### config.mk
export PLATFORM = sky130hd
export DESIGN_NAME = ecc_fault_monitor
export DESIGN_NICKNAME = d
export VERILOG_FILES = /design/src/hdl/ecc_sram_pkg.sv /design/src/hdl/ecc_fault_monitor.sv
export SDC_FILE = /design/constraint.sdc
export NUM_CORES = 1
export LEC_CHECK = 0
export ABC_AREA = 0
export BUFFER_PORTS_ARGS = -buffer_cell sky130_fd_sc_hd__buf_2
export CAP_MARGIN = 20
export CORE_MARGIN = 2
export CORE_UTILIZATION = 60
export DETAILED_ROUTE_END_ITERATION = 7
export PLACE_DENSITY = 0.88
export SLEW_MARGIN = 5
export SYNTH_ARGS = -nofsm -noshare
export SYNTH_HDL_FRONTEND = slang
export SYNTH_SLANG_ARGS = --single-unit
### constraint.sdc
create_clock -name clk_i -period 4 [get_ports clk_i]
set_input_delay 0 -clock clk_i [delete_from_list [all_inputs] [get_ports clk_i]]
set_output_delay 0 -clock clk_i [all_outputs]
set_load 0.01 [all_outputs]
### src/hdl/ecc_sram_pkg.sv
// Shared definitions of the ECC SRAM subsystem
// Widths, bank count, AXI register map and the word typedefs
// SECDED encode and decode over a 39-bit Hamming plus overall parity code
package ecc_sram_pkg;

  localparam int unsigned NumBanks      = 2;
  localparam int unsigned BankSelWidth  = $clog2(NumBanks);
  localparam int unsigned WordsPerBank  = 256;
  localparam int unsigned AddrWidth     = 8;
  localparam int unsigned DataWidth     = 32;
  localparam int unsigned EccWidth      = 7;
  localparam int unsigned CodeWidth     = DataWidth + EccWidth;
  localparam int unsigned CountWidth    = 32;
  localparam int unsigned AxilAddrWidth = 8;

  typedef logic [DataWidth-1:0]     data_t;
  typedef logic [CodeWidth-1:0]     code_t;
  typedef logic [EccWidth-1:0]      ecc_t;
  typedef logic [AddrWidth-1:0]     word_addr_t;
  typedef logic [CountWidth-1:0]    count_t;
  typedef logic [AxilAddrWidth-1:0] axil_addr_t;
  typedef logic [BankSelWidth-1:0]  bank_sel_t;

  // Register map, bank b of a per-bank register sits at base + 4*b
  localparam axil_addr_t RegScrubInterval = 8'h00;
  localparam axil_addr_t RegMismatchBase  = 8'h10;
  localparam axil_addr_t RegScrubFixBase  = 8'h20;
  localparam axil_addr_t RegUncorrBase    = 8'h30;
  localparam axil_addr_t RegInjDataBase   = 8'h40;
  localparam axil_addr_t RegInjEccBase    = 8'h50;

  // Hamming position of data bit idx
  // Data bits fill positions 3 to 38 and skip the power-of-two check positions
  function automatic logic [EccWidth-2:0] data_pos(input int unsigned idx);
    logic [EccWidth-2:0] pos;
    int unsigned         cnt;
    pos = '0;
    cnt = 0;
    for (int unsigned p = 3; p < CodeWidth; p++) begin
      if ((p & (p - 1)) != 0) begin
        if (cnt == idx) begin
          pos = (EccWidth-1)'(p);
        end
        cnt++;
      end
    end
    return pos;
  endfunction

  // Each check bit covers the positions that have its bit set, so XOR of all set positions
  function automatic logic [EccWidth-2:0] hamming_bits(input data_t data);
    logic [EccWidth-2:0] chk;
    chk = '0;
    for (int unsigned i = 0; i < DataWidth; i++) begin
      if (data[i]) begin
        chk ^= data_pos(i);
      end
    end
    return chk;
  endfunction

  // Stored word is {overall parity, Hamming bits, data}
  function automatic code_t secded_encode(input data_t data);
    logic [EccWidth-2:0] chk;
    chk = hamming_bits(data);
    return {^{chk, data}, chk, data};
  endfunction

  // Odd overall parity means one flipped bit, the syndrome then names its position
  // Even parity with a nonzero syndrome means two flipped bits, data passes through
  function automatic data_t secded_decode(input code_t code, output logic single_err,
                                          output logic double_err);
    logic [EccWidth-2:0] syn;
    logic                par;
    data_t               data;
    data       = code[DataWidth-1:0];
    syn        = hamming_bits(data) ^ code[DataWidth +: EccWidth-1];
    par        = ^code;
    single_err = par;
    double_err = !par && (syn != '0);
    if (par) begin
      for (int unsigned i = 0; i < DataWidth; i++) begin
        if (data_pos(i) == syn) begin
          data[i] = ~data[i];
        end
      end
    end
    return data;
  endfunction

endpackage

### src/hdl/ecc_fault_monitor.sv
`timescale 1ns/1ps
// Fault monitor of the ECC SRAM subsystem
// Per-bank ECC event counters and scrub interval timers
module ecc_fault_monitor (
  input  logic                                               clk_i,
  input  logic                                               reset_i,
  input  ecc_sram_pkg::count_t                               scrub_interval_i,
  input  logic [ecc_sram_pkg::NumBanks-1:0]                  count_clear_i,
  input  logic [ecc_sram_pkg::NumBanks-1:0]                  read_fix_i,
  input  logic [ecc_sram_pkg::NumBanks-1:0]                  scrub_fix_i,
  input  logic [ecc_sram_pkg::NumBanks-1:0]                  scrub_uncorr_i,
  output ecc_sram_pkg::count_t [ecc_sram_pkg::NumBanks-1:0]  mismatch_count_o,
  output ecc_sram_pkg::count_t [ecc_sram_pkg::NumBanks-1:0]  scrub_fix_count_o,
  output ecc_sram_pkg::count_t [ecc_sram_pkg::NumBanks-1:0]  uncorr_count_o,
  output logic [ecc_sram_pkg::NumBanks-1:0]                  scrub_trigger_o
);

  // A zero interval switches the scrub timers off
  logic interval_on;

  assign interval_on = (scrub_interval_i != '0);

  for (genvar b = 0; b < ecc_sram_pkg::NumBanks; b++) begin : gen_bank
    ecc_sram_pkg::count_t mismatch_q, fix_q, uncorr_q, timer_q;

    // Counters step on the edge after the event and a clear wins over a step
    always_ff @(posedge clk_i) begin
      if (reset_i || count_clear_i[b]) begin
        mismatch_q <= '0;
        fix_q      <= '0;
        uncorr_q   <= '0;
      end else begin
        if (read_fix_i[b]) begin
          mismatch_q <= mismatch_q + 1'b1;
        end
        if (scrub_fix_i[b]) begin
          fix_q <= fix_q + 1'b1;
        end
        if (scrub_uncorr_i[b]) begin
          uncorr_q <= uncorr_q + 1'b1;
        end
      end
    end

    // Timer runs 0 to interval and then reloads, so the period is interval+1 cycles
    // A lowered interval below the current count also reloads it
    always_ff @(posedge clk_i) begin
      if (reset_i || !interval_on || timer_q >= scrub_interval_i) begin
        timer_q <= '0;
      end else begin
        timer_q <= timer_q + 1'b1;
      end
    end

    assign scrub_trigger_o[b]   = interval_on && (timer_q == scrub_interval_i);
    assign mismatch_count_o[b]  = mismatch_q;
    assign scrub_fix_count_o[b] = fix_q;
    assign uncorr_count_o[b]    = uncorr_q;

    // A trigger only comes from a timer that counted under a live interval
    // It also lasts a single cycle
    trigger_pulse: assert property (@(posedge clk_i) disable iff (reset_i)
      scrub_trigger_o[b] |-> $past(interval_on) ##1 !scrub_trigger_o[b]);
  end

endmodule

==> flow_metrics.py, run 1 <==
metrics = {
    "power": {
        "ir_drop_mv": 0.300,
        "leakagePower_nw": 6.21,
        "powerDensity_mw_per_mm2": 359,
    },
    "clock_tree": {
        "clockRootBuffer": "clkbuf_16",
        "cts_sinks": 256,
        "worstSkewPairLatency_ns": 0.54,
        "htreeDepth": 1,
        "postCtsSetupBuffers": 0,
        "cts_hold_buf": 6,
        "clkTransAtPathRegs_ns": 0.06,
        "cts_tree": "done",
        "cts-resized-gates": 0,
        "cts_buffers": 28,
        "clock_path_buffers": 3,
    },
    "logic_synthesis": {
        "synth_top_area_share_pct": 40.5,
        "async_reset_ff_share_pct": 0,
        "synth_cell_types": 50,
        "synth-simple-area-share_pct": 28.9,
        "synth_area_mm2": 0.0126,
        "synthFlopType": "dfxtp_1",
        "synthCells": 1470,
        "synthXorXnorAreaFrac_pct": 15.3,
        "yosysTopAreaCell": "dfxtp_1",
        "synth_compound_area_share_pct": 4.13,
        "synth_fa_ha_area_share_pct": 7.12,
        "ys_warn_count": 0,
        "yosys-top-cells-area": "dfxtp_1 41%, xor2_1 9.6%, ha_1 7.1%",
        "syn_avg_cell_area_um2": 8.60,
        "synth_nets": 1584,
        "ys_seq_elements": 256,
        "seq_area_frac_synth_pct": 40.5,
        "synth_top_family_by_area": "simple AND/OR/NAND/NOR gates",
        "synth_edf_count": 0,
        "muxShareOfSynthArea_pct": 0.475,
    },
    "worst_hold_path": {
        "hold_class": "in2reg",
    },
    "grt": {
        "grt_pass1_vias": 10782,
        "grt_pass1_wl_um": 50400,
        "antenna_found_initial": 1,
        "grt_usage_pct": 26.9,
        "grt_max_degree": 97,
        "grt_overflow": 0,
    },
    "route": {
        "drc": 0,
        "antenna_left": 0,
        "num_vias": 11264,
        "drt_iter0_drc": 556,
        "viasPerCell": 5.64,
        "wl_per_cell_um": 15.6,
        "routed_wl_um": 31200,
        "first_pass_iters": 5,
    },
    "critical_path": {
        "arrival_ns": 3.10,
        "cp-start-kind": "register",
        "required_ns": 4.39,
        "slowest_delay_ns": 0.59,
        "crit_buf_inv": 1,
        "cp-end-kind": "register",
        "cp_cell_sequence": "ha_1 > nand4_1 > nor4_1 > nand3_1 > nand3b_1 > buf_4 > nor3_1",
        "slowest_stage": "nor4_1",
        "worstSetupPathType": "reg2reg",
        "crit_path_max_fanout": 20,
        "cp_top_family": "simple AND/OR/NAND/NOR gates",
    },
    "die": {
        "num_rows": 53,
        "die_width_um": 149,
        "die_height_um": 149,
        "initial_core_util_pct": 60.7,
        "core_mm2": 0.0208,
        "fp.dieArea_mm2": 0.0223,
        "boundaryPins": 236,
    },
    "place": {
        "pre_cts_ws_ns": 1.49,
        "port_buffers": 235,
        "place.gp.congestion": 0.940,
        "place.detailed.hpwl_um": 22100,
    },
    "finish": {
        "drive_gt1_share_pct": 18.4,
        "area_growth_pct": 18.8,
        "fin_nets": 1816,
        "mostFrequentLayoutCells": "256 x dfxtp_1, 235 x buf_2, 205 x nor2_1",
        "final_common_cell": "dfxtp_1",
    },
    "sta": {
        "fmax_mhz": 369,
        "setup-violations-final": 0,
        "finalMaxSlewViolations": 0,
        "hold_viol_final": 0,
        "rsz0062_at_grt": "no",
        "timing.setup.tns_ns": 0,
        "finalClockSkew_ns": 0.0208,
        "fin_crit_ns": 2.71,
        "period_share_pct": 67.7,
        "max_slew_margin_pct": 30.7,
        "fin_ws_ns": 1.29,
        "tightest_slew_ns": 1.04,
    },
    "run": {
        "maxCapViolCount": 0,
    },
    "status": {
        "status": "finished clean",
    },
}
path summary, 6_finish.rpt:
check,start,to,slack [ns],cells after the start
min,reset_i,gen_bank[0].timer_q[30]$_SDFF_PP0_,0.22,4
min reg2reg,gen_bank[0].mismatch_q[25]$_SDFFE_PP0P_,gen_bank[0].mismatch_q[25]$_SDFFE_PP0P_,0.50,2
max reg2reg,gen_bank[1].timer_q[27]$_SDFF_PP0_,gen_bank[1].timer_q[10]$_SDFF_PP0_,1.29,7
max,gen_bank[1].timer_q[27]$_SDFF_PP0_,gen_bank[1].timer_q[10]$_SDFF_PP0_,1.29,7
cell type report:
type / count / area (um2)
timing repair buffer: 247 / 1280
multi-input combinational: 1104 / 7080
inverter: 65 / 244
clock buffer: 41 / 820
sequential: 256 / 5120
fill: 1499 / 5800
clock inverter: 9 / 131
antenna: 1 / 2.50
tap: 275 / 344
per-stage QoR:
stage	hold slack (ns)	cells	instance area (um2)	total power, W	util, %
global route	0.257	1998	15000	0.00556	72.2
CTS	0.195	1997	15000	0.00541	72.1
detailed placement	0.327	1941	14000	0.00280	67.3
global placement	0.306	1941	14000	0.00279	67.3
finish	0.220	1998	15000	0.00539	72.2
floorplan	0.148	1470	12600	0.00273	-
Yosys cell counts (all sizes together), types with 23 or more instances:
cell,instances
nor2,206
or3,31
xnor2,83
ha,72
o21ai,33
inv,65
nand2,96
nor4,26
clkbuf,27
xor2,138
and3,33
and4,23
nand4,70
a21oi,51
nand3,104
dfxtp,256
nor3,95
state kept, by name, summed over array words and instances, names as in the netlist:
name,cells
gen_bank.fix_q,64
gen_bank.mismatch_q,64
gen_bank.timer_q,64
gen_bank.uncorr_q,64
cell families after synthesis:
| logic type | Yosys count |
|---|---|
| and+or+nand+nor | 709 |
| adders and majority gates | 72 |
| DFF | 256 |
| AOI/OAI and AO/OA | 96 |
| xor gates and xnor gates | 221 |
| buffers and inverters | 110 |
| muxes | 6 |
worst min-delay path, stage by stage:
cell	delay, ns
buf_2	0.15
or2_2	0.13
nand3b_1	0.33
nor3_1	0.08
layer usage:
metal / part of all wire [%] / GRT usage, % / vias up
met1: 42 / 33.9 / 5224
met2: 48 / 45.2 / 399
met4: 3.4 / 11.3 / 0
met3: 7.1 / 5.11 / 90
li1: - / - / 5551
met5: 0 / 0 / -
power breakdown:
part	switching [W]	leakage, nW	internal [W]	total [W]
Sequential	0.0000149	2.06	0.00256	0.00257
Combinational	0.000112	3.68	0.0000638	0.000176
Clock	0.00103	0.471	0.00161	0.00264
No activity file was read; power rests on OpenSTA's default activity.
==> run 2: changes to the inputs <==
CORE_UTILIZATION = 56   (was 60)
PLACE_DENSITY = 0.83   (was 0.88)
clock period = 2.7 ns   (was 4 ns; I/O delays follow)
==> flow_metrics.py, run 2 (synthesized netlist as in run 1, its figures left out) <==
metrics = {
    "place": {
        "place.detailed.hpwl_um": 22200,
        "port_buffers": 235,
        "dp.cells": 1951,
        "place.gp.congestion": 0.890,
    },
    "route": {
        "viasPerCell": 5.64,
        "drc": 0,
        "first_pass_iters": 5,
        "routed_wl_um": 31000,
        "wl_per_cell_um": 15.4,
        "drt_iter0_drc": 780,
        "antenna_left": 0,
        "num_vias": 11317,
    },
    "status": {
        "status": "finished clean",
    },
    "finish": {
        "instances_no_fill": 2006,
        "area_growth_pct": 18.9,
        "fin_nets": 1820,
        "n_antenna_cell": 0,
        "drive_gt1_share_pct": 18.9,
        "mostFrequentLayoutCells": "256 x dfxtp_1, 235 x buf_2, 205 x nor2_1",
        "final_common_cell": "dfxtp_1",
    },
    "sta": {
        "fmax_mhz": 393,
        "hold_viol_final": 0,
        "max_slew_margin_pct": 27.8,
        "fin_crit_ns": 2.54,
        "period_share_pct": 94.2,
        "timing.setup.tns_ns": 0,
        "finalMaxSlewViolations": 0,
        "finalClockSkew_ns": 0.0170,
        "tightest_slew_ns": 1.08,
        "rsz0062_at_grt": "no",
        "setup-violations-final": 0,
    },
    "grt": {
        "antenna_found_initial": 0,
        "grt_usage_pct": 25.7,
        "grt_overflow": 0,
        "grt_pass1_vias": 10905,
        "grt_pass1_wl_um": 52300,
        "grt_max_degree": 97,
    },
    "worst_hold_path": {
        "hold_class": "in2reg",
        "whs_path_depth": 3,
    },
    "critical_path": {
        "r2r_cells": 7,
        "required_ns": 2.70,
        "cp-end-kind": "output pin",
        "worstSetupPathType": "reg2out",
        "crit_path_max_fanout": 4,
        "arrival_ns": 2.54,
        "cp-start-kind": "register",
    },
    "power": {
        "powerDensity_mw_per_mm2": 519,
        "power_w": 0.00780,
        "clockPowerShare_pct": 47.7,
        "leakagePower_nw": 6.23,
        "ir_drop_mv": 0.440,
        "p_sw_share_pct": 21.7,
        "p_comb_share_pct": 3.4,
        "p_switching_w": 0.00170,
        "p_int_w": 0.00610,
        "p_seq_share_pct": 48.9,
    },
    "clock_tree": {
        "worstSkewPairLatency_ns": 0.53,
        "htreeDepth": 1,
        "cts_tree": "done",
        "cts_sinks": 256,
        "cts_buffers": 27,
        "cts_hold_buf": 6,
        "clkTransAtPathRegs_ns": 0.06,
        "clockRootBuffer": "clkbuf_16",
        "clock_path_buffers": 3,
        "postCtsSetupBuffers": 0,
        "cts-resized-gates": 0,
    },
    "run": {
        "maxCapViolCount": 0,
    },
    "die": {
        "initial_core_util_pct": 57.4,
        "core_mm2": 0.0220,
        "fp.dieArea_mm2": 0.0238,
        "num_rows": 54,
        "die_width_um": 154,
        "boundaryPins": 236,
        "die_height_um": 154,
    },
}
run 2: changes by cell type in the layout (fill, tap and decap cells not counted), sizes merged:
cell,previous run,this run
bufinv,3,1
buf,241,246
clkinv,6,8
diode,1,0
clkbuf,41,39
clkinvlp,0,1
run 2: power groups by stage:
| stage | combinational (W) | sequential [W] | clock, W |
|---|---|---|---|
| 3_5_place_dp | 0.000256 | 0.00390 | 0 |
| 2_1_floorplan | 0.000158 | 0.00389 | 0 |
| 4_1_cts | 0.000265 | 0.00381 | 0.00380 |
| 5_1_grt | 0.000300 | 0.00381 | 0.00394 |
| 3_3_place_gp | 0.000248 | 0.00389 | 0 |
| 6_report | 0.000267 | 0.00381 | 0.00372 |
run 2: final cells by class:
cell class	instances	area (um2)
multi-input combinational	1104	7080
fill	1760	6990
sequential	256	5120
timing repair buffer	252	1330
clock buffer	39	831
tap	280	350
inverter	65	244
clock inverter	10	77.6
run 2: worst max-delay path, cell delays in order, from the launching register on:
cell,delay (ns)
dfxtp_1,0.34
ha_1,0.34
nand4_1,0.19
nor4_1,0.61
nand3_1,0.20
nor2_1,0.16
buf_2,0.15
run 2: metal layers:
metal / part of all wire (%) / track usage, % / vias to the layer above
li1: - / - / 5560
met1: 43 / 32.2 / 5283
met2: 47 / 44.3 / 396
met3: 6.5 / 4.34 / 78
met4: 3.9 / 10.1 / 0
met5: 0 / 0 / -
run 2: worst paths after layout:
kind	start	to	slack [ns]
min reg2reg	gen_bank[0].timer_q[0]$_SDFF_PP0_	gen_bank[0].timer_q[0]$_SDFF_PP0_	0.49
max	gen_bank[1].timer_q[27]$_SDFF_PP0_	scrub_trigger_o[1]	0.16
max reg2reg	gen_bank[1].timer_q[27]$_SDFF_PP0_	gen_bank[1].timer_q[8]$_SDFF_PP0_	0.28
min	count_clear_i[1]	gen_bank[1].mismatch_q[12]$_SDFFE_PP0P_	0.16
run 2: per-stage QoR:
step           util, %  hold WS (ns)  area (um2)  setup slack [ns]
6_report          68.3         0.157       15000             0.157
5_1_grt           68.3         0.181       15000            0.0600
4_1_cts           68.3         0.143       15000             0.234
3_5_place_dp      63.9         0.317       14100             0.414
3_3_place_gp      63.9         0.306       14100             0.547
2_1_floorplan        -         0.148       12600             0.659
==> run 3: changes to the inputs <==
BUFFER_PORTS_ARGS = -buffer_cell sky130_fd_sc_hd__buf_4   (was -buffer_cell sky130_fd_sc_hd__buf_2)
SLEW_MARGIN = not set   (was 5)
==> flow_metrics.py, run 3 (synthesized netlist as in run 1, its figures left out) <==
metrics = {
    "power": {
        "leakagePower_nw": 6.26,
        "power_w": 0.00785,
        "ir_drop_mv": 0.465,
        "powerDensity_mw_per_mm2": 501,
    },
    "status": {
        "status": "finished clean",
    },
    "sta": {
        "finalMaxSlewViolations": 0,
        "fin_ws_ns": 0.296,
        "timing.setup.tns_ns": 0,
        "finalClockSkew_ns": 0.0104,
        "max_slew_margin_pct": 50.2,
        "setup-violations-final": 0,
        "period_share_pct": 89.1,
        "hold_viol_final": 0,
        "rsz0062_at_grt": "no",
        "fin_crit_ns": 2.40,
        "fmax_mhz": 416,
        "tightest_slew_ns": 0.745,
    },
    "place": {
        "place_area_mm2": 0.0147,
        "place.gp.congestion": 0.864,
        "place.detailed.hpwl_um": 23000,
        "port_buffers": 235,
        "pre_cts_ws_ns": 0.563,
    },
    "clock_tree": {
        "cts_buffers": 28,
        "htreeDepth": 1,
        "cts-resized-gates": 0,
        "cts_tree": "done",
        "worstSkewPairLatency_ns": 0.53,
        "cts_sinks": 256,
        "clkTransAtPathRegs_ns": 0.06,
        "clockRootBuffer": "clkbuf_16",
        "clock_path_buffers": 3,
    },
    "finish": {
        "fillers": 1688,
        "n_antenna_cell": 0,
        "mostFrequentLayoutCells": "256 x dfxtp_1, 249 x buf_4, 205 x nor2_1",
        "drive_gt1_share_pct": 18.7,
        "multi_input_area_mm2": 0.00708,
        "final_common_cell": "dfxtp_1",
        "stdcell_area_mm2": 0.0157,
        "seq_area_mm2": 0.00512,
        "area_growth_pct": 23.9,
        "fin_nets": 1827,
    },
    "die": {
        "die_height_um": 154,
        "die_width_um": 154,
        "fp.dieArea_mm2": 0.0238,
        "num_rows": 54,
        "initial_core_util_pct": 57.4,
        "core_mm2": 0.0220,
        "boundaryPins": 236,
    },
    "route": {
        "first_pass_iters": 4,
        "drc": 0,
        "viasPerCell": 5.62,
        "num_vias": 11323,
        "routed_wl_um": 32000,
        "drt_iter0_drc": 675,
        "antenna_left": 0,
        "wl_per_cell_um": 15.9,
    },
    "grt": {
        "grt_pass1_vias": 10796,
        "antenna_found_initial": 0,
        "grt_overflow": 0,
        "grt_usage_pct": 25.9,
        "grt_pass1_wl_um": 52100,
        "grt_max_degree": 90,
    },
    "critical_path": {
        "crit_path_max_fanout": 4,
        "worstSetupPathType": "reg2out",
        "cp-end-kind": "output pin",
        "arrival_ns": 2.40,
        "cp-start-kind": "register",
        "required_ns": 2.70,
    },
    "worst_hold_path": {
        "hold_class": "in2reg",
    },
    "run": {
        "maxCapViolCount": 0,
    },
}
run 3: changes by cell type in the layout (fill, tap and decap cells not counted), sizes merged:
cell / change
buf: +4
dlygate4sd3: +2
clkinv: -3
clkinvlp: -1
clkbuf: +5
run 3: worst paths after layout:
kind / from / endpoint / slack [ns] / depth (start not counted)
hold reg to reg: gen_bank[0].timer_q[0]$_SDFF_PP0_ / gen_bank[0].timer_q[0]$_SDFF_PP0_ / 0.48 / 1
hold / removal: reset_i / gen_bank[1].timer_q[9]$_SDFF_PP0_ / 0.15 / 5
setup / recovery: gen_bank[1].timer_q[29]$_SDFF_PP0_ / scrub_trigger_o[1] / 0.30 / 6
setup reg to reg: gen_bank[1].timer_q[29]$_SDFF_PP0_ / gen_bank[1].timer_q[19]$_SDFF_PP0_ / 0.48 / 7
run 3: layer usage:
layer	global-route usage [%]	vias to the layer above	wire, um
li1	-	5571	-
met5	0	-	0
met3	4.65	80	1990
met1	32.4	5317	13700
met4	9.13	0	1100
met2	45.0	355	15200
run 3: final cells by class:
| type | instances | share of cell area, % |
|---|---|---|
| Multi-Input combinational cell | 1104 | 45.1 |
| Sequential cell | 256 | 32.7 |
| Timing Repair Buffer | 258 | 12.6 |
| Clock buffer | 44 | 5.44 |
| Tap cell | 280 | 2.23 |
| Inverter | 65 | 1.56 |
| Clock inverter | 6 | 0.375 |
run 3: worst max-delay path, stage by stage, from the launching register on:
cell and delay (ns):
dfxtp_1 0.35, ha_1 0.31, nand4_1 0.20, nor4_1 0.55
nand3_1 0.19, nor2_1 0.15, buf_4 0.14
run 3: through the flow:
stage | std cells | hold slack (ns) | util [%]
2_1_floorplan | 1470 | 0.148 | -
3_3_place_gp | 1955 | 0.279 | 66.7
3_5_place_dp | 1955 | 0.289 | 66.7
4_1_cts | 2013 | 0.105 | 71.2
5_1_grt | 2013 | 0.133 | 71.2
6_report | 2013 | 0.148 | 71.2
run 3: power breakdown:
| part | internal (W) | switching [W] |
|---|---|---|
| Combinational | 0.000122 | 0.000178 |
| Clock | 0.00225 | 0.00149 |
| Sequential | 0.00379 | 0.0000203 |
run 3: timing repair:
item / in CTS / in global routing
hold buffers: 8 / 0
endpoints found under the hold margin: 36 / 0
setup buffers: 0 / 0
endpoints found under the setup margin: 0 / 0
